### src/logic/rv_alu_pkg.sv
`default_nettype none

package rv_alu_pkg;

	localparam int XLEN       = 32; // Width of every register and result.
	localparam int REG_ADDR_W = 5;  // Enough to index x0 to x31.

	typedef logic [XLEN-1:0]       xlen_t;
	typedef logic [REG_ADDR_W-1:0] reg_addr_t;
	typedef logic [31:0]           inst_t; // Raw RV32I instruction word.
	typedef logic [3:0]            alu_op_t;

	// Internal ALU operation codes.
	// They are chosen freely and do not follow the funct3 encoding.
	localparam alu_op_t ALU_ADD  = 4'd0;
	localparam alu_op_t ALU_SUB  = 4'd1;
	localparam alu_op_t ALU_SLL  = 4'd2;
	localparam alu_op_t ALU_SLT  = 4'd3;
	localparam alu_op_t ALU_SLTU = 4'd4;
	localparam alu_op_t ALU_XOR  = 4'd5;
	localparam alu_op_t ALU_SRL  = 4'd6;
	localparam alu_op_t ALU_SRA  = 4'd7;
	localparam alu_op_t ALU_OR   = 4'd8;
	localparam alu_op_t ALU_AND  = 4'd9;

	// Major opcodes of the two supported instruction classes.
	localparam logic [6:0] OPC_OP     = 7'b0110011; // Register and register.
	localparam logic [6:0] OPC_OP_IMM = 7'b0010011; // Register and immediate.

endpackage

`default_nettype wire
### src/logic/rv_alu_core.sv
`timescale 1ns/10ps
`default_nettype none

module rv_alu_core (
	input  wire                     clk,
	input  wire                     rst_n,
	input  wire                     in_req,
	input  wire rv_alu_pkg::inst_t  in_inst,
	input  wire                     res_ack,
	output logic                    in_ack,
	output logic                    res_req,
	output rv_alu_pkg::reg_addr_t   res_rd,
	output rv_alu_pkg::xlen_t       res_data,
	output logic                    res_illegal
);

	import rv_alu_pkg::*;

	logic      issue_valid;
	inst_t     issue_inst;
	logic      dec_valid;
	reg_addr_t rs1_addr;
	reg_addr_t rs2_addr;
	reg_addr_t rd_addr;
	logic      rs1_ren;
	logic      rs2_ren;
	logic      use_imm;
	xlen_t     imm;
	alu_op_t   alu_op;
	logic      illegal;
	xlen_t     rs1_data;
	xlen_t     rs2_data;
	logic      wb_en;
	reg_addr_t wb_addr;
	xlen_t     wb_data;
	logic      ex_valid;
	reg_addr_t ex_rd;
	xlen_t     ex_data;
	logic      ex_illegal;
	logic      busy; // Holds off the next instruction until the result is taken.

	inst_receiver u_rx (
		.clk, .rst_n, .in_req, .in_inst, .busy,
		.in_ack, .issue_valid, .issue_inst
	);

	inst_decoder u_dec (
		.clk, .rst_n, .issue_valid, .issue_inst,
		.dec_valid, .rs1_addr, .rs2_addr, .rd_addr, .rs1_ren, .rs2_ren,
		.use_imm, .imm, .alu_op, .illegal
	);

	gpr_file u_gpr (
		.clk, .rst_n, .rs1_ren, .rs2_ren, .rs1_addr, .rs2_addr,
		.wb_en, .wb_addr, .wb_data, .rs1_data, .rs2_data
	);

	alu u_alu (
		.clk, .rst_n, .dec_valid, .rd_addr, .rs1_data, .rs2_data, .imm, .use_imm,
		.alu_op, .illegal, .wb_en, .wb_addr, .wb_data,
		.ex_valid, .ex_rd, .ex_data, .ex_illegal
	);

	result_sender u_tx (
		.clk, .rst_n, .ex_valid, .ex_rd, .ex_data, .ex_illegal, .res_ack,
		.res_req, .res_rd, .res_data, .res_illegal, .busy
	);

endmodule

`default_nettype wire

### src/logic/result_sender.sv
`timescale 1ns/10ps
`default_nettype none

module result_sender (
	input  wire                         clk,
	input  wire                         rst_n,
	input  wire                         ex_valid,
	input  wire rv_alu_pkg::reg_addr_t  ex_rd,
	input  wire rv_alu_pkg::xlen_t      ex_data,
	input  wire                         ex_illegal,
	input  wire                         res_ack,
	output logic                        res_req,
	output rv_alu_pkg::reg_addr_t       res_rd,
	output rv_alu_pkg::xlen_t           res_data,
	output logic                        res_illegal,
	output logic                        busy
);

	typedef enum logic [1:0] {IDLE, REQ, WAIT_ACK_LOW} tx_state_t;

	tx_state_t state;
	logic      load;

	assign load = (state == IDLE) && ex_valid;

	always_ff @(posedge clk or negedge rst_n) begin
		if (!rst_n) begin
			state   <= IDLE;
			res_req <= 1'b0;
		end else begin
			case (state)
				IDLE: begin
					if (ex_valid) begin
						res_req <= 1'b1; // Result is latched on the same edge.
						state   <= REQ;
					end
				end
				REQ: begin
					if (res_ack) begin
						res_req <= 1'b0;
						state   <= WAIT_ACK_LOW;
					end
				end
				WAIT_ACK_LOW: begin
					if (!res_ack)
						state <= IDLE; // Handshake is back to zero.
				end
				default: state <= IDLE;
			endcase
		end
	end

	always_ff @(posedge clk) begin
		if (load) begin
			res_rd      <= ex_rd;
			res_data    <= ex_data;
			res_illegal <= ex_illegal;
		end
	end

	// Busy covers the cycle ex_valid arrives and the whole output handshake.
	assign busy = ex_valid || (state != IDLE);

	a_res_stable: assert property (@(posedge clk) disable iff (!rst_n)
		res_req && $past(res_req) |->
			$stable(res_rd) && $stable(res_data) && $stable(res_illegal))
		else $error("result changed while res_req was high");

endmodule

`default_nettype wire

### src/logic/alu.sv
`timescale 1ns/10ps
`default_nettype none

module alu (
	input  wire                         clk,
	input  wire                         rst_n,
	input  wire                         dec_valid,
	input  wire rv_alu_pkg::reg_addr_t  rd_addr,
	input  wire rv_alu_pkg::xlen_t      rs1_data,
	input  wire rv_alu_pkg::xlen_t      rs2_data,
	input  wire rv_alu_pkg::xlen_t      imm,
	input  wire                         use_imm,
	input  wire rv_alu_pkg::alu_op_t    alu_op,
	input  wire                         illegal,
	output logic                        wb_en,
	output rv_alu_pkg::reg_addr_t       wb_addr,
	output rv_alu_pkg::xlen_t           wb_data,
	output logic                        ex_valid,
	output rv_alu_pkg::reg_addr_t       ex_rd,
	output rv_alu_pkg::xlen_t           ex_data,
	output logic                        ex_illegal
);

	import rv_alu_pkg::*;

	xlen_t      op_b;   // Second operand after the immediate mux.
	xlen_t      result;
	logic [4:0] shamt;
	xlen_t      res_q;  // Result stage shared by writeback and sender.
	reg_addr_t  rd_q;

	assign op_b  = use_imm ? imm : rs2_data;
	assign shamt = op_b[4:0]; // RV32 shifts use the low five bits only.

	always_comb begin
		case (alu_op)
			ALU_ADD:  result = rs1_data + op_b;
			ALU_SUB:  result = rs1_data - op_b;
			ALU_SLL:  result = rs1_data << shamt;
			ALU_SLT:  result = xlen_t'($signed(rs1_data) < $signed(op_b));
			ALU_SLTU: result = xlen_t'(rs1_data < op_b);
			ALU_XOR:  result = rs1_data ^ op_b;
			ALU_SRL:  result = rs1_data >> shamt;
			ALU_SRA:  result = xlen_t'($signed(rs1_data) >>> shamt); // Sign bit fills in.
			ALU_OR:   result = rs1_data | op_b;
			ALU_AND:  result = rs1_data & op_b;
			default:  result = '0;
		endcase
	end

	always_ff @(posedge clk or negedge rst_n) begin
		if (!rst_n) begin
			wb_en      <= 1'b0;
			ex_valid   <= 1'b0;
			ex_illegal <= 1'b0;
		end else begin
			wb_en    <= dec_valid && !illegal; // No writeback for illegal words.
			ex_valid <= dec_valid;
			if (dec_valid)
				ex_illegal <= illegal;
		end
	end

	always_ff @(posedge clk) begin
		if (dec_valid) begin
			rd_q  <= rd_addr;
			res_q <= illegal ? '0 : result; // Illegal words report zero.
		end
	end

	assign wb_addr = rd_q;
	assign wb_data = res_q;
	assign ex_rd   = rd_q;
	assign ex_data = res_q;

endmodule

`default_nettype wire

### src/logic/gpr_file.sv
`timescale 1ns/10ps
`default_nettype none

module gpr_file (
	input  wire                         clk,
	input  wire                         rst_n,
	input  wire                         rs1_ren,
	input  wire                         rs2_ren,
	input  wire rv_alu_pkg::reg_addr_t  rs1_addr,
	input  wire rv_alu_pkg::reg_addr_t  rs2_addr,
	input  wire                         wb_en,
	input  wire rv_alu_pkg::reg_addr_t  wb_addr,
	input  wire rv_alu_pkg::xlen_t      wb_data,
	output rv_alu_pkg::xlen_t           rs1_data,
	output rv_alu_pkg::xlen_t           rs2_data
);

	import rv_alu_pkg::*;

	localparam int NUM_REGS = 2**REG_ADDR_W;

	xlen_t regs [NUM_REGS]; // Architectural registers x0 to x31.

	// One write port on the rising edge. Writes to x0 are dropped.
	always_ff @(posedge clk or negedge rst_n) begin
		if (!rst_n) begin
			for (int i = 0; i < NUM_REGS; i++)
				regs[i] <= '0;
		end else if (wb_en && wb_addr != '0) begin
			regs[wb_addr] <= wb_data;
		end
	end

	// Read ports are combinational and read zero when disabled.
	assign rs1_data = rs1_ren ? regs[rs1_addr] : '0;
	assign rs2_data = rs2_ren ? regs[rs2_addr] : '0;

	// x0 must hold zero whatever the pipeline writes back.
	a_x0_zero: assert property (@(posedge clk) disable iff (!rst_n) regs[0] == '0)
		else $error("x0 holds a nonzero value");

endmodule

`default_nettype wire

### src/logic/inst_decoder.sv
`timescale 1ns/10ps
`default_nettype none

module inst_decoder (
	input  wire                     clk,
	input  wire                     rst_n,
	input  wire                     issue_valid,
	input  wire rv_alu_pkg::inst_t  issue_inst,
	output logic                    dec_valid,
	output rv_alu_pkg::reg_addr_t   rs1_addr,
	output rv_alu_pkg::reg_addr_t   rs2_addr,
	output rv_alu_pkg::reg_addr_t   rd_addr,
	output logic                    rs1_ren,
	output logic                    rs2_ren,
	output logic                    use_imm,
	output rv_alu_pkg::xlen_t       imm,
	output rv_alu_pkg::alu_op_t     alu_op,
	output logic                    illegal
);

	import rv_alu_pkg::*;

	logic [6:0] opcode;
	logic [6:0] funct7;
	logic [2:0] funct3;
	logic       d_illegal;
	logic       d_use_imm;
	logic       d_ren2;
	logic       d_alt; // Funct7 bit 5 picks SUB or SRA.
	xlen_t      d_imm;
	alu_op_t    d_op;

	assign opcode = issue_inst[6:0];
	assign funct3 = issue_inst[14:12];
	assign funct7 = issue_inst[31:25];

	always_comb begin
		d_illegal = 1'b0;
		d_use_imm = 1'b0;
		d_ren2    = 1'b0;
		d_alt     = 1'b0;
		d_imm     = {{(XLEN-12){issue_inst[31]}}, issue_inst[31:20]}; // I-type sign extension.
		case (opcode)
			OPC_OP: begin
				d_ren2 = 1'b1;
				if (funct7 == 7'b0100000 && (funct3 == 3'b000 || funct3 == 3'b101))
					d_alt = 1'b1;
				else if (funct7 != 7'b0000000)
					d_illegal = 1'b1; // No other funct7 is defined for OP.
			end
			OPC_OP_IMM: begin
				d_use_imm = 1'b1;
				if (funct3 == 3'b001 || funct3 == 3'b101) begin
					d_imm = {{(XLEN-5){1'b0}}, issue_inst[24:20]}; // Shamt only.
					if (funct3 == 3'b101 && funct7 == 7'b0100000)
						d_alt = 1'b1; // SRAI.
					else if (funct7 != 7'b0000000)
						d_illegal = 1'b1;
				end
			end
			default: d_illegal = 1'b1;
		endcase
		case (funct3)
			3'b000:  d_op = d_alt ? ALU_SUB : ALU_ADD;
			3'b001:  d_op = ALU_SLL;
			3'b010:  d_op = ALU_SLT;
			3'b011:  d_op = ALU_SLTU;
			3'b100:  d_op = ALU_XOR;
			3'b101:  d_op = d_alt ? ALU_SRA : ALU_SRL;
			3'b110:  d_op = ALU_OR;
			default: d_op = ALU_AND;
		endcase
	end

	always_ff @(posedge clk or negedge rst_n) begin
		if (!rst_n) begin
			dec_valid <= 1'b0;
			rs1_ren   <= 1'b0;
			rs2_ren   <= 1'b0;
			use_imm   <= 1'b0;
			illegal   <= 1'b0;
		end else begin
			dec_valid <= issue_valid;
			if (issue_valid) begin
				rs1_ren <= !d_illegal; // Illegal words touch no register.
				rs2_ren <= d_ren2 && !d_illegal;
				use_imm <= d_use_imm;
				illegal <= d_illegal;
			end
		end
	end

	// Register addresses, immediate and operation of the issued word.
	always_ff @(posedge clk) begin
		if (issue_valid) begin
			rd_addr  <= issue_inst[11:7];
			rs1_addr <= issue_inst[19:15];
			rs2_addr <= issue_inst[24:20];
			imm      <= d_imm;
			alu_op   <= d_op;
		end
	end

endmodule

`default_nettype wire

### src/logic/inst_receiver.sv
`timescale 1ns/10ps
`default_nettype none

module inst_receiver (
	input  wire                     clk,
	input  wire                     rst_n,
	input  wire                     in_req,
	input  wire rv_alu_pkg::inst_t  in_inst,
	input  wire                     busy,
	output logic                    in_ack,
	output logic                    issue_valid,
	output rv_alu_pkg::inst_t       issue_inst
);

	typedef enum logic [1:0] {IDLE, ACKED, WAIT_DONE} rx_state_t;

	rx_state_t state;
	logic      done_pend; // Set on accept, cleared once the result stage has shown busy.
	logic      accept;

	// Only one instruction may be in flight at a time.
	assign accept = (state == IDLE) && in_req && !busy;

	always_ff @(posedge clk or negedge rst_n) begin
		if (!rst_n) begin
			state       <= IDLE;
			in_ack      <= 1'b0;
			issue_valid <= 1'b0;
			done_pend   <= 1'b0;
		end else begin
			issue_valid <= 1'b0; // Single cycle pulse towards decode.
			if (busy)
				done_pend <= 1'b0; // The sender has taken over this instruction.
			case (state)
				IDLE: begin
					if (accept) begin
						in_ack      <= 1'b1;
						issue_valid <= 1'b1;
						done_pend   <= 1'b1;
						state       <= ACKED;
					end
				end
				ACKED: begin
					// Return to zero half of the handshake.
					if (!in_req) begin
						in_ack <= 1'b0;
						state  <= WAIT_DONE;
					end
				end
				WAIT_DONE: begin
					// Busy must have risen and fallen again before the next word.
					if (!done_pend && !busy)
						state <= IDLE;
				end
				default: state <= IDLE;
			endcase
		end
	end

	// Holding register for the accepted word.
	always_ff @(posedge clk) begin
		if (accept)
			issue_inst <= in_inst;
	end

	// The environment must see in_req low before the core lets go of in_ack.
	a_ack_hold: assert property (@(posedge clk) disable iff (!rst_n)
		$fell(in_ack) |-> !$past(in_req))
		else $error("in_ack fell while in_req was still high");

endmodule

`default_nettype wire

### config.mk
export PLATFORM = sky130hd
export DESIGN_NAME = rv_alu_core
export DESIGN_NICKNAME = d
export VERILOG_FILES = /design/src/logic/rv_alu_pkg.sv /design/src/logic/rv_alu_core.sv /design/src/logic/result_sender.sv /design/src/logic/alu.sv /design/src/logic/gpr_file.sv /design/src/logic/inst_decoder.sv /design/src/logic/inst_receiver.sv
export SDC_FILE = /design/constraint.sdc
export NUM_CORES = 2
export LEC_CHECK = 0
export BUFFER_PORTS_ARGS = -buffer_cell sky130_fd_sc_hd__buf_4
export CAP_MARGIN = 0
export CORE_MARGIN = 1
export CORE_UTILIZATION = 49
export CTS_CLUSTER_DIAMETER = 50
export DETAILED_ROUTE_END_ITERATION = 8
export SETUP_SLACK_MARGIN = 0.1
export SLEW_MARGIN = 20
export SYNTH_ARGS = -nofsm -noshare
export SYNTH_HDL_FRONTEND = slang
export SYNTH_SLANG_ARGS = --single-unit
### constraint.sdc
create_clock -name clk -period 14.3 [get_ports clk]
set_input_delay 0.715 -clock clk [delete_from_list [all_inputs] [get_ports clk]]
set_output_delay 0.715 -clock clk [all_outputs]
set_load 0.01 [all_outputs]
# Word-level counts from Yosys, hierarchy flattened
# Index checks and enable logic that the tools add are counted.
# Widths: inputs -> output; s select.
totals:
  register_bits: 1198
  out_inout_bits: 40
  word_cells: 180
classes:
  mux: 48
  shifts: 3
  order_cmp: 6
  n_reduce_logical: 30
  bitwise_logic: 6
  addsub: 2
  eq_ne: 28
ops:
  columns: ["cell", "count"]
  rows:
  - ["$bwmux 1024", 1]
  - ["$bmux 32 s5", 2]
  - ["$mux 32", 10]
  - ["$pmux 32 s10", 1]
  - ["$demux 32 s5", 1]
  - ["$lt 32x32->1", 2]
  - ["$add 32x32->32", 1]
  - ["$and 32x32->32", 1]
  - ["$or 32x32->32", 1]
  - ["$shl 32x5->32", 1]
  - ["$shr 32x5->32", 1]
  - ["$sshr 32x5->32", 1]
  - ["$sub 32x32->32", 1]
  - ["$xor 32x32->32", 1]
  - ["$pmux 4 s7", 1]
  - ["$mux 1", 20]
  - ["$ge 6x6->1 const B", 3]
  - ["$not 5->6", 3]
  - ["$eq 4x3->1 const B", 4]
  - ["$eq 7x6->1 const B", 2]
  - ["$mux 2", 6]
  - ["$pmux 2 s3", 2]
  - ["$reduce_and 3->1", 4]
  - ["$logic_and 1x1->1", 10]
  - ["21 further kinds", 43]

# Depth between registers and ports, before layout
logic_depth:
  ltp_word: 8
  ltp_mapped: 25
  mapped_depth_nobuf: 19

# Hierarchy
# Synthesis repeated with hierarchy kept, for this count alone.
hier_totals:
  cells_unflattened: 5277
  hier_area_um2: 69424.1
by_module_without_submodules:
  columns: ["module", "n_inst", "cells_each", "seq_area_each_um2", "area_per_inst_um2"]
  rows:
  - ["gpr_file", 1, 3545, 25624.6, 54355.9]
  - ["alu", 1, 1532, 1186.1, 11232.0]
  - ["inst_decoder", 1, 97, 905.9, 1376.3]
  - ["result_sender", 1, 52, 1216.2, 1276.2]
  - ["inst_receiver", 1, 51, 1086.0, 1183.6]

# Worst setup path before layout
# No wires, ideal clock.
synth_path:
  path_kind: "reg2reg"
  start: "register u_dec.imm[0]"
  end: "register u_alu.res_q[28] (netlist: u_alu.ex_data[28]) (data pin)"
  required_ns: 14.040
  stages_incl_launch_ff: 24
  path_slack_ns: 8.402
  arrival_ns: 5.638
  path_buffers: 7
  cell_sequence: "edfxtp_1 -> buf_6 -> buf_6 -> buf_4 -> clkbuf_1 -> buf_2 -> buf_2 -> mux4_2 -> mux4_2 -> mux2i_1 -> o21ai_0 -> ha_1 -> clkbuf_1 -> and3_1 -> nand3_1 -> o21ai_0 -> a311oi_1 -> o21a_1 -> o31ai_1 -> a21oi_1 -> o21ba_2 -> a221o_1 -> a31oi_1 -> o21ai_1"
synth_via:
  elab_chain_cells: 3
  word_cells_on_any_way: 7
synth_rtl:
  columns: ["item", "line", "source"]
  rows:
  - ["start: declaration", "inst_decoder.sv:16", "output rv_alu_pkg::xlen_t imm,"]
  - ["start signal: assignment", "inst_decoder.sv:99", "imm <= d_imm;"]
  - ["$mux 32 (*)", "alu.sv:32", "assign op_b = use_imm ? imm : rs2_data;"]
  - ["$sub 32x32->32 (tied with other cells)", "alu.sv:38", "ALU_SUB: result = rs1_data - op_b;"]
  - ["$pmux 32 s10 (*)", "alu.sv:36", "case (alu_op)"]
  - ["end signal: assignment", "alu.sv:67", "res_q <= illegal ? '0 : result;"]
  - ["end: declaration", "alu.sv:29", "xlen_t res_q;"]
# Every way passes the cells marked *; elsewhere a longest branch is shown, timed or not.
# A chain may end at the register's enable or synchronous reset.

# Worst setup path in the final report
layout_path:
  start: "register u_dec.imm[0]"
  end: "register u_alu.res_q[29] (netlist: u_alu.ex_data[29]) (data pin)"
# The elaborated chain is that of the path after synthesis.

==> results by group <==
Timing
  • Max Freq: 0.116 GHz
  • Setup TNS Final: 0 ps
  • RSZ-0062 raised after global routing: false
  • Slew headroom: 18.6%
  • Final hold vios: 0
  • Clock Skews: 37.7 ps
  • Final-report max-slew violation count: 0
  • Setup violators final: 0
  • Crit path time final: 8650 ps
  • Period utilization: 60.5%
  • Slew @ Worst Pin: 1220 ps

Global route
  • Number of global-route vias before repair: 49100
  • Grt ovf: 0
  • Largest net degree at the start of global routing: ~180
  • Gr usage total: 36.0%
  • First-pass GRT wire length: about 370000 um
  • Initial antenna violation count: 10

Logic synthesis
  • Yosys warnings: 0
  • Largest area contributor in the netlist: dfrtp_1
  • Syn nets: ~5600
  • EDFF count, synth: 133
  • Synth Cell Area: 68700 um2
  • Post-synth top area share: 37.9%
  • Asr flop ratio synth: 88.7%
  • Post-synthesis sequential area ratio: 43.7%
  • Synthesized flop and latch total: 1173
  • Synthesized instance count: 5448
  • Netlist cell types: approximately 110
  • Top_reg_cell synth: dfrtp_1
  • Ranking of synthesized cells by area: dfrtp_1 38%, mux2_2 17%, mux4_2 12%
  • Syn_area_per_cell: 12.6 um2

Floorplanning
  • Rows: 137
  • Die H: 377 um
  • Die Wd: 377 um
  • IO Pins: 76
  • Initial core utilization: between 40% and 50%
  • DIE AREA: between 100000 and 150000 um2
  • Core ar.: about 140000 um2

Routing
  • Vias per cell: 6.89
  • Drt wl/cell: 34.9 um
  • 1st-pass router iterations: 5
  • Vias post-DR: 50200
  • 1st-iter DRT viols: about 6300
  • Final WL: 254000 um
  • Drc violations: 0
  • ANT nets after route: 0

Setup path
  • CP arrival: 9280 ps
  • R2r setup slk: about 5600 ps
  • Crit path capture type: flop
  • Reg2reg end: u_alu.ex_data[29]
  • Critical path launch point type: flop
  • Critical path peak fanout: 41
  • Setup CP Type: reg -> reg
  • Crit path buffers/inverters: 3
  • Reg2Reg Depth: 15
  • Slowest stage delay, CP: about 990 ps
  • Worst EP required: 14930 ps
  • Reg2reg start: u_dec.imm[0]
  • Cell family with most CP delay: buffers and inverters
  • Slowest CP cell: o41ai_1
  • CP cell instances: buf_4 -> buf_4 -> buf_4 -> mux4_2 -> mux4_2 -> mux2i_1 -> o21ai_0 -> ha_1 -> nor4_1 -> a21boi_0 -> nor2_1 -> o41ai_1 -> a221oi_1 -> or3_1 -> a41oi_1
  • Cell seen most often among critical-path stages: buf_4

Finish
  • Finished Cell Area: 76000 um2
  • Layout cell share with drive strength beyond 1: 36.3%
  • Nets: 5426
  • Area grow syn2layout: 10.5%
  • Fill count: 11700

Hold path
  • Hold worst-path end: u_rx.issue_inst[23]
  • HP Start: in_inst[23]
  • WHS Path Cells: 1
  • Worst hold path type: in -> reg

Clock tree
  • Worst-Skew Late Latency: 820 ps
  • H-tree depth: 4
  • CTS tree: done
  • CTS buffer count: 153
  • Root buffer cell: clkbuf_16
  • Clk slew on worst S/H paths: about 60 ps
  • Clk buf depth: 3
  • Clock sinks: 1173

Power and ir drop
  • Pwr Density: 139 nW/um2
  • Switching part of the total: 34.2%
  • Clk network pwr share: 37.6%
  • Internal Power: 6.94 mW
  • Leak: roughly 34 nW
  • Peak supply drop: 0.124 mV
  • Combinational power share: 25.6%
  • Sequential power share: roughly 37%
  • P_sw: about 3.6 mW

Placement
  • Gpl congestion: approximately 1.1
  • Placed Area: 70700 um2
  • Hpwl dp: 155000 um
  • IO Port Bufs: 75

Run
  • Max Cap Viol: 0

Status
  • Status: finished, final reports clean
[power by group through the flow]
stage	clock network (mW)	logic, mW	registers (mW)
final	3.97	2.70	3.87
after global routing	4.15	2.81	3.90
after CTS	4.02	2.64	3.88
after detailed placement	0	2.64	3.94
after global placement	0	2.61	3.95
after floorplan	0	1.69	3.85
[repair_timing]
| action | 4_1_cts | 5_1_grt |
|---|---|---|
| hold endpoints to repair | 79 | 0 |
| resized for setup | 0 | 0 |
| hold buffers | 1 | 0 |
| buffers inserted | 0 | 0 |
[worst register-to-register path, cell delays in order, from the launching register on]
cell      delay (ps)
edfxtp_1         640
buf_4            730
buf_4            820
buf_4            810
mux4_2           600
mux4_2           480
mux2i_1          840
o21ai_0          300
ha_1             510
nor4_1           420
a21boi_0         410
nor2_1           190
o41ai_1          990
a221oi_1         180
or3_1            400
a41oi_1          150
[metrics by stage]
stage | power [mW] | util [%] | hold slack, ps | instances | worst slack, ps
after floorplan | 5.54 | - | 400 | 5448 | 8400
after global placement | 6.55 | 50.7 | 381 | 7000 | 5990
after detailed placement | 6.58 | 50.7 | 386 | 7004 | 5880
after CTS | 10.5 | 54.5 | 20.7 | 7278 | 5800
after global routing | 10.9 | 54.5 | 43.5 | 7282 | 5320
final | 10.5 | 54.5 | 73.5 | 7286 | 5650
[flip-flops by register name, indices dropped and copies added, names as in the netlist, 4 cells and up]
signal           count
u_gpr.regs        1024
u_alu.ex_data       32
u_rx.issue_inst     32
u_tx.res_data       32
u_dec.imm           12
u_alu.ex_rd          5
u_dec.rd_addr        5
u_dec.rs1_addr       5
u_tx.res_rd          5
u_dec.alu_op         4
[synth_stat cells, drive strengths merged (42+ instances only)]
master and number:
dfrtp 1040, mux2 1009, mux2i 455, mux4 376
clkbuf 322, buf 229, nand2 194, nor2 182
a22oi 166, a21oi 156, o21ai 156, edfxtp 133
inv 102, ha 100, nand3 99, o22ai 67
nor3 60, o221ai 50, nand2b 43, nor2b 42
[placed cells by master (no fill, tap or decap), types with 20 or more instances in the layout]
master	netlist	final
o21bai_1	24	24
nand3_1	99	98
nand2_1	191	179
a221oi_1	29	29
mux2_2	1009	1009
buf_4	46	219
clkbuf_16	0	158
clkbuf_1	321	24
and3_1	26	26
clkbuf_8	0	20
mux4_2	376	376
and2_1	28	27
nand4_1	23	23
o221ai_1	50	50
nor2b_1	42	37
a21o_1	20	20
o21ai_1	20	20
nand2b_1	43	41
a211oi_1	22	22
mux2i_1	452	452
nor3_1	59	57
edfxtp_1	133	133
inv_1	98	98
o22ai_1	65	65
o21ai_0	136	136
o211ai_1	32	32
a21oi_1	153	153
a22oi_1	165	165
ha_1	100	100
dfrtp_1	1040	1037
a31oi_1	36	36
nor2_1	180	165
[layout make-up]
type / count / area (um2) / share of cell area, %
multi-input combinational: 3621 / 36100 / 47.5
sequential: 1173 / 30000 / 39.5
clock buffer: 202 / 4320 / 5.68
tap: 1876 / 2350 / 3.09
timing repair buffer: 236 / 1920 / 2.52
clock inverter: 71 / 918 / 1.21
inverter: 103 / 387 / 0.509
antenna: 4 / 10.0 / 0.0132
[cell families (layout without fill, tap and decap cells)]
logic type / after synthesis / after routing / synth area share (%)
multiplexers: 1840 / 1840 / 35.5
flip-flops: 1173 / 1173 / 43.7
AO/OA/AOI/OAI: 895 / 895 / 8.99
AND/OR/NAND/NOR: 776 / 776 / 5.65
buffers and inverters: 654 / 612 / 4.22
adder cells (fa/ha/maj): 102 / 102 / 1.88
XOR/XNOR: 8 / 8 / 0.102
other: 0 / 4 / 0
[worst max-delay path by stage]
stage / start / endpoint / slack [ps] / cells after the start
after detailed placement: u_dec.imm[0] / u_alu.ex_data[29] / 5880 / 15
after floorplan: u_dec.imm[0] / u_alu.ex_data[28] / 8400 / 23
after CTS: u_dec.imm[0] / u_alu.ex_data[29] / 5800 / 15
after global routing: u_dec.imm[0] / u_alu.ex_data[29] / 5320 / 15
final: u_dec.imm[0] / u_alu.ex_data[29] / 5650 / 15
after global placement: u_dec.imm[0] / u_alu.ex_data[29] / 5990 / 15
[per-layer routing]
metal / part of all wire, % / vias up / global-route usage, %
li1: - / 20500 / -
met1: 42 / 26500 / 51.8
met2: 44 / 2662 / 52.5
met3: 9.1 / 557 / 7.13
met4: 4.9 / 4 / 16.5
met5: 0.0095 / - / 0
No activity file was read; power rests on OpenSTA's default activity.
